[config.mk]
export PLATFORM = sky130hd
export DESIGN_NAME = fetch_frontend
export DESIGN_NICKNAME = d
export VERILOG_FILES = /design/src/fe_pkg.sv /design/src/branch_history_tables.sv /design/src/fe_csr.sv /design/src/fetch_frontend.sv /design/src/fetch_sequencer.sv /design/src/target_buffer.sv
export VERILOG_INCLUDE_DIRS = /design/src
export SDC_FILE = /design/constraint.sdc
export NUM_CORES = 2
export LEC_CHECK = 0
export BUFFER_PORTS_ARGS = -buffer_cell sky130_fd_sc_hd__buf_2
export CORE_MARGIN = 4
export CORE_UTILIZATION = 50
export DETAILED_ROUTE_END_ITERATION = 8
export PLACE_DENSITY = 0.73
export SYNTH_ARGS = -nofsm -noshare
export SYNTH_HDL_FRONTEND = slang
export SYNTH_MEMORY_MAX_BITS = 65536
export SYNTH_SLANG_ARGS = --single-unit
[constraint.sdc]
create_clock -name clk -period 35.4 [get_ports clk]
set_input_delay 3.54 -clock clk [delete_from_list [all_inputs] [get_ports clk]]
set_output_delay 3.54 -clock clk [all_outputs]
set_load 0.005 [all_outputs]
[src/fe_config.svh]
`ifndef FE_CONFIG_SVH
`define FE_CONFIG_SVH

// fetch address and history
`define FE_ADDR_W 32
`define FE_GHT_W 8

// bytes per fetch bundle, low address bits always zero
`define FE_BUNDLE_BYTES 16

// target buffer, 64 entries from addr[9:4], tag from addr[31:10]
`define FE_TBUF_IDX_W 6
`define FE_TBUF_TAG_W 22

// each prediction table has 2**8 one-bit entries
`define FE_TABLE_IDX_W 8

// register block
`define FE_CSR_ADDR_W 8
`define FE_CSR_CTRL 8'h00
`define FE_CSR_RESET_IP 8'h04
`define FE_CSR_CNT_TAKEN 8'h08
`define FE_CSR_CNT_MISS 8'h0C
`define FE_CSR_CNT_MISPRED 8'h10

`endif

[src/fe_pkg.sv]
`include "fe_config.svh"

package fe_pkg;

  typedef logic [`FE_ADDR_W-1:0] fetch_addr_t;
  typedef logic [`FE_GHT_W-1:0] ght_t;
  typedef logic [`FE_TBUF_IDX_W-1:0] tbuf_idx_t;
  typedef logic [`FE_TBUF_TAG_W-1:0] tbuf_tag_t;
  typedef logic [`FE_TABLE_IDX_W-1:0] table_idx_t;
  typedef logic [`FE_CSR_ADDR_W-1:0] csr_addr_t;
  typedef logic [31:0] csr_data_t;
  typedef logic [31:0] event_count_t;

  // one retired branch, ght is the history it was predicted with
  typedef struct packed {
    logic        valid;
    logic        taken;
    logic        mispredict;
    fetch_addr_t src_ip;
    fetch_addr_t target;
    ght_t        ght;
  } retire_info_t;

  typedef struct packed {
    logic pred_taken;
    logic tbuf_miss;
    logic mispredict;
  } fe_events_t;

  // mispred_low drives the table B/C update cadence
  typedef struct packed {
    logic        enable;
    logic        start;
    fetch_addr_t reset_ip;
    logic [3:0]  mispred_low;
  } fe_ctrl_t;

  typedef enum logic {
    WR_IDLE,
    WR_RESP
  } csr_wr_state_t;

  typedef enum logic {
    RD_IDLE,
    RD_DATA
  } csr_rd_state_t;

endpackage

[src/branch_history_tables.sv]
`include "fe_config.svh"

module branch_history_tables import fe_pkg::*; (
  input  logic         clk,
  input  logic         rst,
  input  fetch_addr_t  fetch_addr,
  input  ght_t         ght,
  input  retire_info_t retire,
  input  logic [3:0]   mispred_low,
  output logic         pred_taken
);

  localparam int NUM_TABLES = 3;
  localparam int TABLE_SIZE = 1 << `FE_TABLE_IDX_W;
  localparam int LINE_LSB   = $clog2(`FE_BUNDLE_BYTES);
  // A uses 2 history bits, B 4, C 6
  localparam int HIST_STEP  = 2;

  logic [TABLE_SIZE-1:0] tables [NUM_TABLES];
  table_idx_t            fetch_idx [NUM_TABLES];
  table_idx_t            retire_idx [NUM_TABLES];
  logic [NUM_TABLES-1:0] entry;
  logic [NUM_TABLES-1:0] toggle_en;
  logic                  update;

  // bundle address bits on top, low history bits below
  function automatic table_idx_t hash_idx(input fetch_addr_t addr, input ght_t hist,
                                          input int hist_bits);
    fetch_addr_t line;
    ght_t        hist_mask;
    line      = addr >> LINE_LSB;
    hist_mask = ght_t'((1 << hist_bits) - 1);
    return table_idx_t'((line << hist_bits) | fetch_addr_t'(hist & hist_mask));
  endfunction

  always_comb begin
    for (int t = 0; t < NUM_TABLES; t++) begin
      fetch_idx[t]  = hash_idx(fetch_addr, ght, HIST_STEP * (t + 1));
      retire_idx[t] = hash_idx(retire.src_ip, retire.ght, HIST_STEP * (t + 1));
      entry[t]      = tables[t][fetch_idx[t]];
    end
  end

  assign pred_taken = ^entry;

  // A every mispredict, B every 4th, C every 16th
  assign toggle_en[0] = 1'b1;
  assign toggle_en[1] = &mispred_low[1:0];
  assign toggle_en[2] = &mispred_low;

  assign update = retire.valid && retire.mispredict;

  always_ff @(posedge clk) begin
    if (rst) begin
      for (int t = 0; t < NUM_TABLES; t++) begin
        tables[t] <= '0;
      end
    end else if (update) begin
      for (int t = 0; t < NUM_TABLES; t++) begin
        if (toggle_en[t]) begin
          tables[t][retire_idx[t]] <= ~tables[t][retire_idx[t]];
        end
      end
    end
  end

endmodule

[src/fe_csr.sv]
`include "fe_config.svh"

module fe_csr import fe_pkg::*; (
  input  logic       clk,
  input  logic       rst,
  input  csr_addr_t  awaddr,
  input  logic       awvalid,
  output logic       awready,
  input  csr_data_t  wdata,
  input  logic       wvalid,
  output logic       wready,
  output logic [1:0] bresp,
  output logic       bvalid,
  input  logic       bready,
  input  csr_addr_t  araddr,
  input  logic       arvalid,
  output logic       arready,
  output csr_data_t  rdata,
  output logic [1:0] rresp,
  output logic       rvalid,
  input  logic       rready,
  input  fe_events_t events,
  output fe_ctrl_t   ctrl
);

  localparam csr_data_t ALIGN_MASK = ~csr_data_t'(`FE_BUNDLE_BYTES - 1);

  csr_wr_state_t wr_state;
  csr_rd_state_t rd_state;
  logic          wr_fire;
  logic          rd_fire;
  logic          enable_q;
  logic          start_q;
  fetch_addr_t   reset_ip_q;
  event_count_t  cnt_taken;
  event_count_t  cnt_miss;
  event_count_t  cnt_mispred;
  csr_data_t     rd_word;
  csr_data_t     rdata_q;

  // address and data accepted together
  assign wr_fire = (wr_state == WR_IDLE) && awvalid && wvalid;
  assign awready = wr_fire;
  assign wready  = wr_fire;
  assign bvalid  = (wr_state == WR_RESP);
  assign bresp   = 2'b00;

  assign arready = (rd_state == RD_IDLE);
  assign rd_fire = arready && arvalid;
  assign rvalid  = (rd_state == RD_DATA);
  assign rresp   = 2'b00;
  assign rdata   = rdata_q;

  always_ff @(posedge clk) begin
    if (rst) begin
      wr_state <= WR_IDLE;
    end else begin
      case (wr_state)
        WR_IDLE: if (wr_fire) wr_state <= WR_RESP;
        WR_RESP: if (bready) wr_state <= WR_IDLE;
        default: wr_state <= WR_IDLE;
      endcase
    end
  end

  always_ff @(posedge clk) begin
    if (rst) begin
      rd_state <= RD_IDLE;
    end else begin
      case (rd_state)
        RD_IDLE: if (rd_fire) rd_state <= RD_DATA;
        RD_DATA: if (rready) rd_state <= RD_IDLE;
        default: rd_state <= RD_IDLE;
      endcase
    end
  end

  // start is a one-cycle pulse, counters and unmapped offsets ignore writes
  always_ff @(posedge clk) begin
    if (rst) begin
      enable_q   <= 1'b0;
      start_q    <= 1'b0;
      reset_ip_q <= '0;
    end else begin
      start_q <= 1'b0;
      if (wr_fire) begin
        case (awaddr)
          `FE_CSR_CTRL: begin
            enable_q <= wdata[0];
            start_q  <= wdata[1];
          end
          `FE_CSR_RESET_IP: reset_ip_q <= wdata & ALIGN_MASK;
          default: ;
        endcase
      end
    end
  end

  always_ff @(posedge clk) begin
    if (rst) begin
      cnt_taken   <= '0;
      cnt_miss    <= '0;
      cnt_mispred <= '0;
    end else begin
      cnt_taken   <= cnt_taken + event_count_t'(events.pred_taken);
      cnt_miss    <= cnt_miss + event_count_t'(events.tbuf_miss);
      cnt_mispred <= cnt_mispred + event_count_t'(events.mispredict);
    end
  end

  always_comb begin
    case (araddr)
      `FE_CSR_CTRL:        rd_word = csr_data_t'(enable_q);
      `FE_CSR_RESET_IP:    rd_word = reset_ip_q;
      `FE_CSR_CNT_TAKEN:   rd_word = cnt_taken;
      `FE_CSR_CNT_MISS:    rd_word = cnt_miss;
      `FE_CSR_CNT_MISPRED: rd_word = cnt_mispred;
      default:             rd_word = '0;
    endcase
  end

  always_ff @(posedge clk) begin
    if (rd_fire) rdata_q <= rd_word;
  end

  // pre-increment count, same cycle as the retirement it belongs to
  assign ctrl = '{enable: enable_q, start: start_q, reset_ip: reset_ip_q,
                  mispred_low: cnt_mispred[3:0]};

endmodule

[src/fetch_frontend.sv]
module fetch_frontend import fe_pkg::*; (
  input  logic         clk,
  input  logic         rst,
  input  csr_addr_t    awaddr,
  input  logic         awvalid,
  output logic         awready,
  input  csr_data_t    wdata,
  input  logic         wvalid,
  output logic         wready,
  output logic [1:0]   bresp,
  output logic         bvalid,
  input  logic         bready,
  input  csr_addr_t    araddr,
  input  logic         arvalid,
  output logic         arready,
  output csr_data_t    rdata,
  output logic [1:0]   rresp,
  output logic         rvalid,
  input  logic         rready,
  input  retire_info_t retire,
  input  logic         fetch_ready,
  output fetch_addr_t  fetch_addr,
  output logic         fetch_valid
);

  fe_ctrl_t    ctrl;
  fe_events_t  events;
  ght_t        ght;
  logic        pred_taken;
  logic        tbuf_hit;
  fetch_addr_t tbuf_target;

  fe_csr u_csr (
    .clk, .rst, .awaddr, .awvalid, .awready, .wdata, .wvalid, .wready, .bresp, .bvalid,
    .bready, .araddr, .arvalid, .arready, .rdata, .rresp, .rvalid, .rready, .events, .ctrl
  );

  branch_history_tables u_tables (
    .clk, .rst, .fetch_addr, .ght, .retire, .mispred_low(ctrl.mispred_low), .pred_taken
  );

  target_buffer u_tbuf (
    .clk, .rst, .fetch_addr, .retire, .hit(tbuf_hit), .target(tbuf_target)
  );

  fetch_sequencer u_seq (
    .clk, .rst, .ctrl, .retire, .pred_taken, .tbuf_hit, .tbuf_target, .fetch_ready,
    .fetch_addr, .fetch_valid, .ght, .events
  );

endmodule

[src/fetch_sequencer.sv]
`include "fe_config.svh"

module fetch_sequencer import fe_pkg::*; (
  input  logic         clk,
  input  logic         rst,
  input  fe_ctrl_t     ctrl,
  input  retire_info_t retire,
  input  logic         pred_taken,
  input  logic         tbuf_hit,
  input  fetch_addr_t  tbuf_target,
  input  logic         fetch_ready,
  output fetch_addr_t  fetch_addr,
  output logic         fetch_valid,
  output ght_t         ght,
  output fe_events_t   events
);

  localparam fetch_addr_t STEP       = fetch_addr_t'(`FE_BUNDLE_BYTES);
  localparam fetch_addr_t ALIGN_MASK = ~fetch_addr_t'(`FE_BUNDLE_BYTES - 1);

  fetch_addr_t addr_q;
  ght_t        ght_q;
  logic        redirect;
  logic        accept;
  logic        follow;
  logic        predict_ok;

  assign fetch_valid = ctrl.enable;
  assign accept      = fetch_valid && fetch_ready;
  assign redirect    = retire.valid && retire.mispredict;

  // sequential fetch unless start or a mispredict wins
  assign predict_ok = accept && !ctrl.start && !redirect;
  assign follow     = pred_taken && tbuf_hit;

  always_ff @(posedge clk) begin
    if (rst) begin
      addr_q <= '0;
      ght_q  <= '0;
    end else if (ctrl.start) begin
      addr_q <= ctrl.reset_ip;
      ght_q  <= '0;
    end else if (redirect) begin
      // restore history even while stalled
      addr_q <= retire.target & ALIGN_MASK;
      ght_q  <= retire.ght;
    end else if (accept) begin
      if (follow) begin
        addr_q <= tbuf_target & ALIGN_MASK;
        ght_q  <= {ght_q[`FE_GHT_W-2:0], 1'b1};
      end else begin
        // taken with a buffer miss falls through too
        addr_q <= addr_q + STEP;
        ght_q  <= {ght_q[`FE_GHT_W-2:0], 1'b0};
      end
    end
  end

  assign fetch_addr = addr_q;
  assign ght        = ght_q;

  assign events.pred_taken = predict_ok && follow;
  assign events.tbuf_miss  = predict_ok && pred_taken && !tbuf_hit;
  assign events.mispredict = redirect;

endmodule

[src/target_buffer.sv]
`include "fe_config.svh"

module target_buffer import fe_pkg::*; (
  input  logic         clk,
  input  logic         rst,
  input  fetch_addr_t  fetch_addr,
  input  retire_info_t retire,
  output logic         hit,
  output fetch_addr_t  target
);

  localparam int ENTRIES  = 1 << `FE_TBUF_IDX_W;
  localparam int LINE_LSB = $clog2(`FE_BUNDLE_BYTES);
  localparam int TAG_LSB  = LINE_LSB + `FE_TBUF_IDX_W;

  logic [ENTRIES-1:0] valid_q;
  tbuf_tag_t          tag_q [ENTRIES];
  fetch_addr_t        target_q [ENTRIES];
  tbuf_idx_t          rd_idx;
  tbuf_tag_t          rd_tag;
  tbuf_idx_t          wr_idx;
  tbuf_tag_t          wr_tag;
  logic               wr_en;

  assign rd_idx = fetch_addr[LINE_LSB +: `FE_TBUF_IDX_W];
  assign rd_tag = fetch_addr[TAG_LSB +: `FE_TBUF_TAG_W];
  assign wr_idx = retire.src_ip[LINE_LSB +: `FE_TBUF_IDX_W];
  assign wr_tag = retire.src_ip[TAG_LSB +: `FE_TBUF_TAG_W];
  assign wr_en  = retire.valid && retire.taken;

  // lookup at the current fetch address
  assign hit    = valid_q[rd_idx] && (tag_q[rd_idx] == rd_tag);
  assign target = target_q[rd_idx];

  always_ff @(posedge clk) begin
    if (rst) begin
      valid_q <= '0;
    end else if (wr_en) begin
      valid_q[wr_idx] <= 1'b1;
    end
  end

  always_ff @(posedge clk) begin
    if (wr_en) begin
      tag_q[wr_idx]    <= wr_tag;
      target_q[wr_idx] <= retire.target;
    end
  end

endmodule

==> parameters.txt <==
Parameter                              Value

Worst setup path
  Max FO, Critical Path ... 110
  Worst Reg2Reg Path Length in Cells ... 20
  Worst EP required ... 36.23 ns
  Class of the most critical setup path ... register to register
  Minimum setup slack among reg-to-reg paths ... 25.83 ns
  Startpoint kind of the worst setup timing path ... register
  Signal arrival time at the worst endpoint ... 10.40 ns
  Type of element capturing the critical path ... register
  Critical R2R Capture ... u_csr.cnt_miss[16]

Place
  Global placement routability congestion ... 0.951
  Placed instance area ... 0.184 sq mm
  Setup slack after placement ... 26.11 ns
  HPWL after detailed placement ... a little under 300000 microns
  Count of buffers from port buffering ... 184

Global routing
  Most congested layer reported by global routing ... met2
  Met1 Usage GRT ... approximately two fifths
  Number of antenna violations at the first check in global routing ... 41
  Global route total overflow ... 0
  Vias in the first global route ... 97700
  Fraction of met2 tracks used by global routing ... 42.7%
  GR met3 Demand/Resource ... 8.28%
  All-Layer GR Usage ... 28.4%
  First-pass GRT wire length ... 736000 microns
  Largest net degree at the start of global routing ... 229

Clock network
  Root buffer cell ... sky130_fd_sc_hd__clkbuf_16
  Num CTS Buffers ... 416
  Maximum root-to-sink buffer count ... 4
  Number of sinks driven by the clock tree ... 4232
  Number of hold buffers added after CTS ... 0
  Depth of the CTS H-tree ... 5
  Clk slew on worst S/H paths ... roughly 0.06 ns
  Total of cells resized after clock tree synthesis ... 0
  Setup repair bufs after CTS ... 0
  TritonCTS clock tree ... built
  Clock latency on the worst-skew pair ... 1.03 ns

Yosys
  Post-synthesis cell count ... 9135
  Post-synth EDFFs ... 4000
  Share of cell area taken by muxes after synthesis ... 18.9%
  Most frequent cells after synthesis ... sky130_fd_sc_hd__edfxtp_1, sky130_fd_sc_hd__mux4_2, sky130_fd_sc_hd__a21o_1
  Sequential-to-total area share from yosys stat ... a little over two thirds
  Synth unique cells ... 89
  Xor-xnor portion of the synthesized cell area ... less than 1%
  Dominant combinational cell family by area after synthesis ... multiplexers
  Area fraction in and, or, nand and nor cells after synthesis ... a little over 3%
  Flops & latches, synth ... 4232
  Cell types with the largest area share after synthesis ... sky130_fd_sc_hd__edfxtp_1, sky130_fd_sc_hd__mux4_2, sky130_fd_sc_hd__dfxtp_1
  Most frequent cell after synthesis ... sky130_fd_sc_hd__edfxtp_1
  Fraction of synthesized cell area taken by the top area cell type ... 67.7%
  Cell type contributing the most total cell area after synthesis ... sky130_fd_sc_hd__edfxtp_1
  Adder-cell share of the synthesized area ... less than 1%
  Async set or reset register ratio after synthesis ... 0%
  Synthesized area divided by synthesized cell count ... slightly below 20 sq um
  Most used flip-flop cell after synthesis ... sky130_fd_sc_hd__edfxtp_1
  Compound-Gate Fraction of Synth Area ... 5.34%
  Summed instance area of the synthesized netlist ... 0.177 sq mm
  Number of synthesis warnings ... 0

STA
  RSZ-0062 raised after global routing ... no
  Sum Neg Setup Slack ... 0 ns
  Max-slew violation count ... 0
  Period Utilization, post-route ... 27.0%
  Final WS setup ... 25.83 ns
  F_max ... 0.105 GHz
  Slew at the pin with the worst max-slew slack ... 1.42 ns
  # setup viols final ... 0
  Final Hold Vio Count ... 0
  Final Hold Slack ... ~0.48 ns
  Shortest clock period the worst path allows after layout ... 9.57 ns
  Worst max-slew margin expressed relative to the limit ... under 10%
  Final clock skew ... 0.122 ns

Finish
  Number of nets in the final layout ... 9487
  Final non-filler cell area ... 0.197 sq mm
  Ratio of cells with drive above 1 in the final layout ... 27.1%
  Number of filler cells placed in the layout ... 25900
  Syn-to-layout area delta ... 11.2%

Min path
  Worst hold path type ... register to register
  Hold Path Origin ... u_tbuf.valid_q[39]
  Worst hold path stage count ... 2
  Hold Path End ... u_tbuf.valid_q[39]

Drt
  Vias per cell ... 6.88
  Total number of vias ... just under 100k
  DRC ... 0
  Post-DR wirelength/cell ... 36.4 microns
  Detailed-routing iteration count for the pre-antenna-repair pass ... 8
  Initial detailed-routing violation count ... around 17000
  Aggregate routed wire length ... ~530000 microns
  Routed Antenna Nets ... 0

Flow run
  Max capacitance violation total ... 0

Floorplan
  Io pins ... 205
  Height of the die ... 604 microns
  Count of standard-cell rows ... roughly 220
  Die boundary width ... approximately 600 microns
  Initial cell density of the core ... 50.2%
  Area of the die ... 0.364 sq mm
  Core Region ... roughly 0.35 sq mm

Status
  Run status ... completed

Power
  Cell area power density ... 54.0 mW/mm^2
  IR Drop Worst-Case VDD ... ~0.046 mV
  Leakage power ... 64.1 nW
==> registers in the layout, summed over array words and instances, names as in the netlist, named ones only <==
name               count
u_tbuf.target_q     1792
u_tbuf.tag_q        1408
u_tables.tables      768
u_tbuf.valid_q        64
u_csr.cnt_mispred     32
u_csr.cnt_miss        32
u_csr.cnt_taken       32
u_csr.rdata           32
u_csr.reset_ip_q      28
u_seq.fetch_addr      28
u_seq.ght              6
u_csr.bvalid           1
u_csr.enable_q         1
u_csr.rvalid           1
u_csr.start_q          1
==> cells in the final DEF, fill, tap and decap left out, types with 30 or more instances in the layout <==
cell                        count
sky130_fd_sc_hd__a211oi_1      40
sky130_fd_sc_hd__a21o_1       565
sky130_fd_sc_hd__a21oi_1      123
sky130_fd_sc_hd__a22oi_1       74
sky130_fd_sc_hd__a31o_2        34
sky130_fd_sc_hd__and3_1        44
sky130_fd_sc_hd__buf_2        180
sky130_fd_sc_hd__buf_4        266
sky130_fd_sc_hd__clkbuf_1     103
sky130_fd_sc_hd__clkbuf_16    426
sky130_fd_sc_hd__clkinv_1      84
sky130_fd_sc_hd__clkinv_2      67
sky130_fd_sc_hd__dfxtp_1      219
sky130_fd_sc_hd__edfxtp_1    4000
sky130_fd_sc_hd__mux2_2        33
sky130_fd_sc_hd__mux2i_1      189
sky130_fd_sc_hd__mux4_2      1385
sky130_fd_sc_hd__nand2_1      323
sky130_fd_sc_hd__nand3_1       87
sky130_fd_sc_hd__nand4_1       37
sky130_fd_sc_hd__nor2_1       397
sky130_fd_sc_hd__nor2_4        66
sky130_fd_sc_hd__nor2b_1       44
sky130_fd_sc_hd__nor3_1        36
sky130_fd_sc_hd__o21ai_0       51
sky130_fd_sc_hd__o21bai_1     176
sky130_fd_sc_hd__o22ai_1       30
sky130_fd_sc_hd__xor2_1        74
==> stage by stage <==
step / power [mW] / utilization (%) / instances
2_1_floorplan: 6.15 / - / 9142
3_3_place_gp: 6.38 / 52.1 / 13700
3_5_place_dp: 6.41 / 52.1 / 13700
4_1_cts: 10.7 / 55.9 / 14400
5_1_grt: 10.9 / 55.9 / 14400
6_report: 10.6 / 55.9 / 14400
==> cell families after synthesis <==
kind of cell             Yosys count
AO/OA/AOI/OAI                   1293
XOR/XNOR                         101
adder cells (fa/ha/maj)            7
buffers and inverters            691
flip-flops                      4232
multiplexers                    1609
other                              1
AND/OR/NAND/NOR                 1201
==> critical path: stages (launching register included) <==
cell and delay (ns):
sky130_fd_sc_hd__dfxtp_4 0.89, sky130_fd_sc_hd__buf_12 0.60, sky130_fd_sc_hd__buf_12 0.63, sky130_fd_sc_hd__buf_4 0.94, sky130_fd_sc_hd__buf_4 0.79, sky130_fd_sc_hd__mux4_2 0.42
sky130_fd_sc_hd__mux4_2 0.49, sky130_fd_sc_hd__mux2i_1 0.46, sky130_fd_sc_hd__nor2b_1 0.22, sky130_fd_sc_hd__o221ai_1 0.23, sky130_fd_sc_hd__a21oi_1 0.28, sky130_fd_sc_hd__nand4b_1 0.18
sky130_fd_sc_hd__nor4_4 0.90, sky130_fd_sc_hd__nor2_1 0.43, sky130_fd_sc_hd__ha_1 0.36, sky130_fd_sc_hd__ha_1 0.23, sky130_fd_sc_hd__and2_1 0.28, sky130_fd_sc_hd__and3_1 0.31
sky130_fd_sc_hd__nand3_1 0.14, sky130_fd_sc_hd__xor2_1 0.17, sky130_fd_sc_hd__nor2_1 0.06
==> layout make-up <==
class	count	area (sq um)	share of cell area (%)
multi-input cells	4219	50000	25.4
clock inverters	208	1850	0.940
clock buffers	548	11300	5.73
diodes	17	42.5	0.0216
repair buffers	459	3140	1.59
flip-flops and latches	4232	125000	63.3
well taps	4730	5920	3.00
inverters	21	93.8	0.0476
==> layer usage <==
metal,share of wire (%),vias up,wire length (microns)
met4,6.0,36,31400
met5,0.041,-,216
met3,14,1469,73800
li1,-,38300,-
met2,46,7709,240000
met1,34,51800,179000
==> how the worst max path moves through the flow <==
stage / start / endpoint / slack [ns] / depth (start not counted)
6_report: register / u_csr.cnt_miss[16] / 25.83 / 20
5_1_grt: u_seq.ght[1] / u_csr.cnt_taken[30] / 25.68 / 22
4_1_cts: u_seq.ght[1] / u_csr.cnt_taken[28] / 26.14 / 22
3_5_place_dp: retire[1] / u_tables.tables[0][51] / 26.11 / 11
3_3_place_gp: u_seq.ght[1] / u_csr.cnt_taken[30] / 26.14 / 22
2_1_floorplan: retire[0] / u_tables.tables[0][0] / 16.08 / 10
==> power by group <==
| group | total (mW) | switching [mW] | leakage [nW] | internal (mW) |
|---|---|---|---|---|
| Sequential | 5.61 | 0.0491 | 38.9 | 5.56 |
| Combinational | 0.706 | 0.405 | 18.8 | 0.301 |
| Clock | 4.33 | 1.89 | 6.42 | 2.44 |
Power figures use the tool's default switching activity.
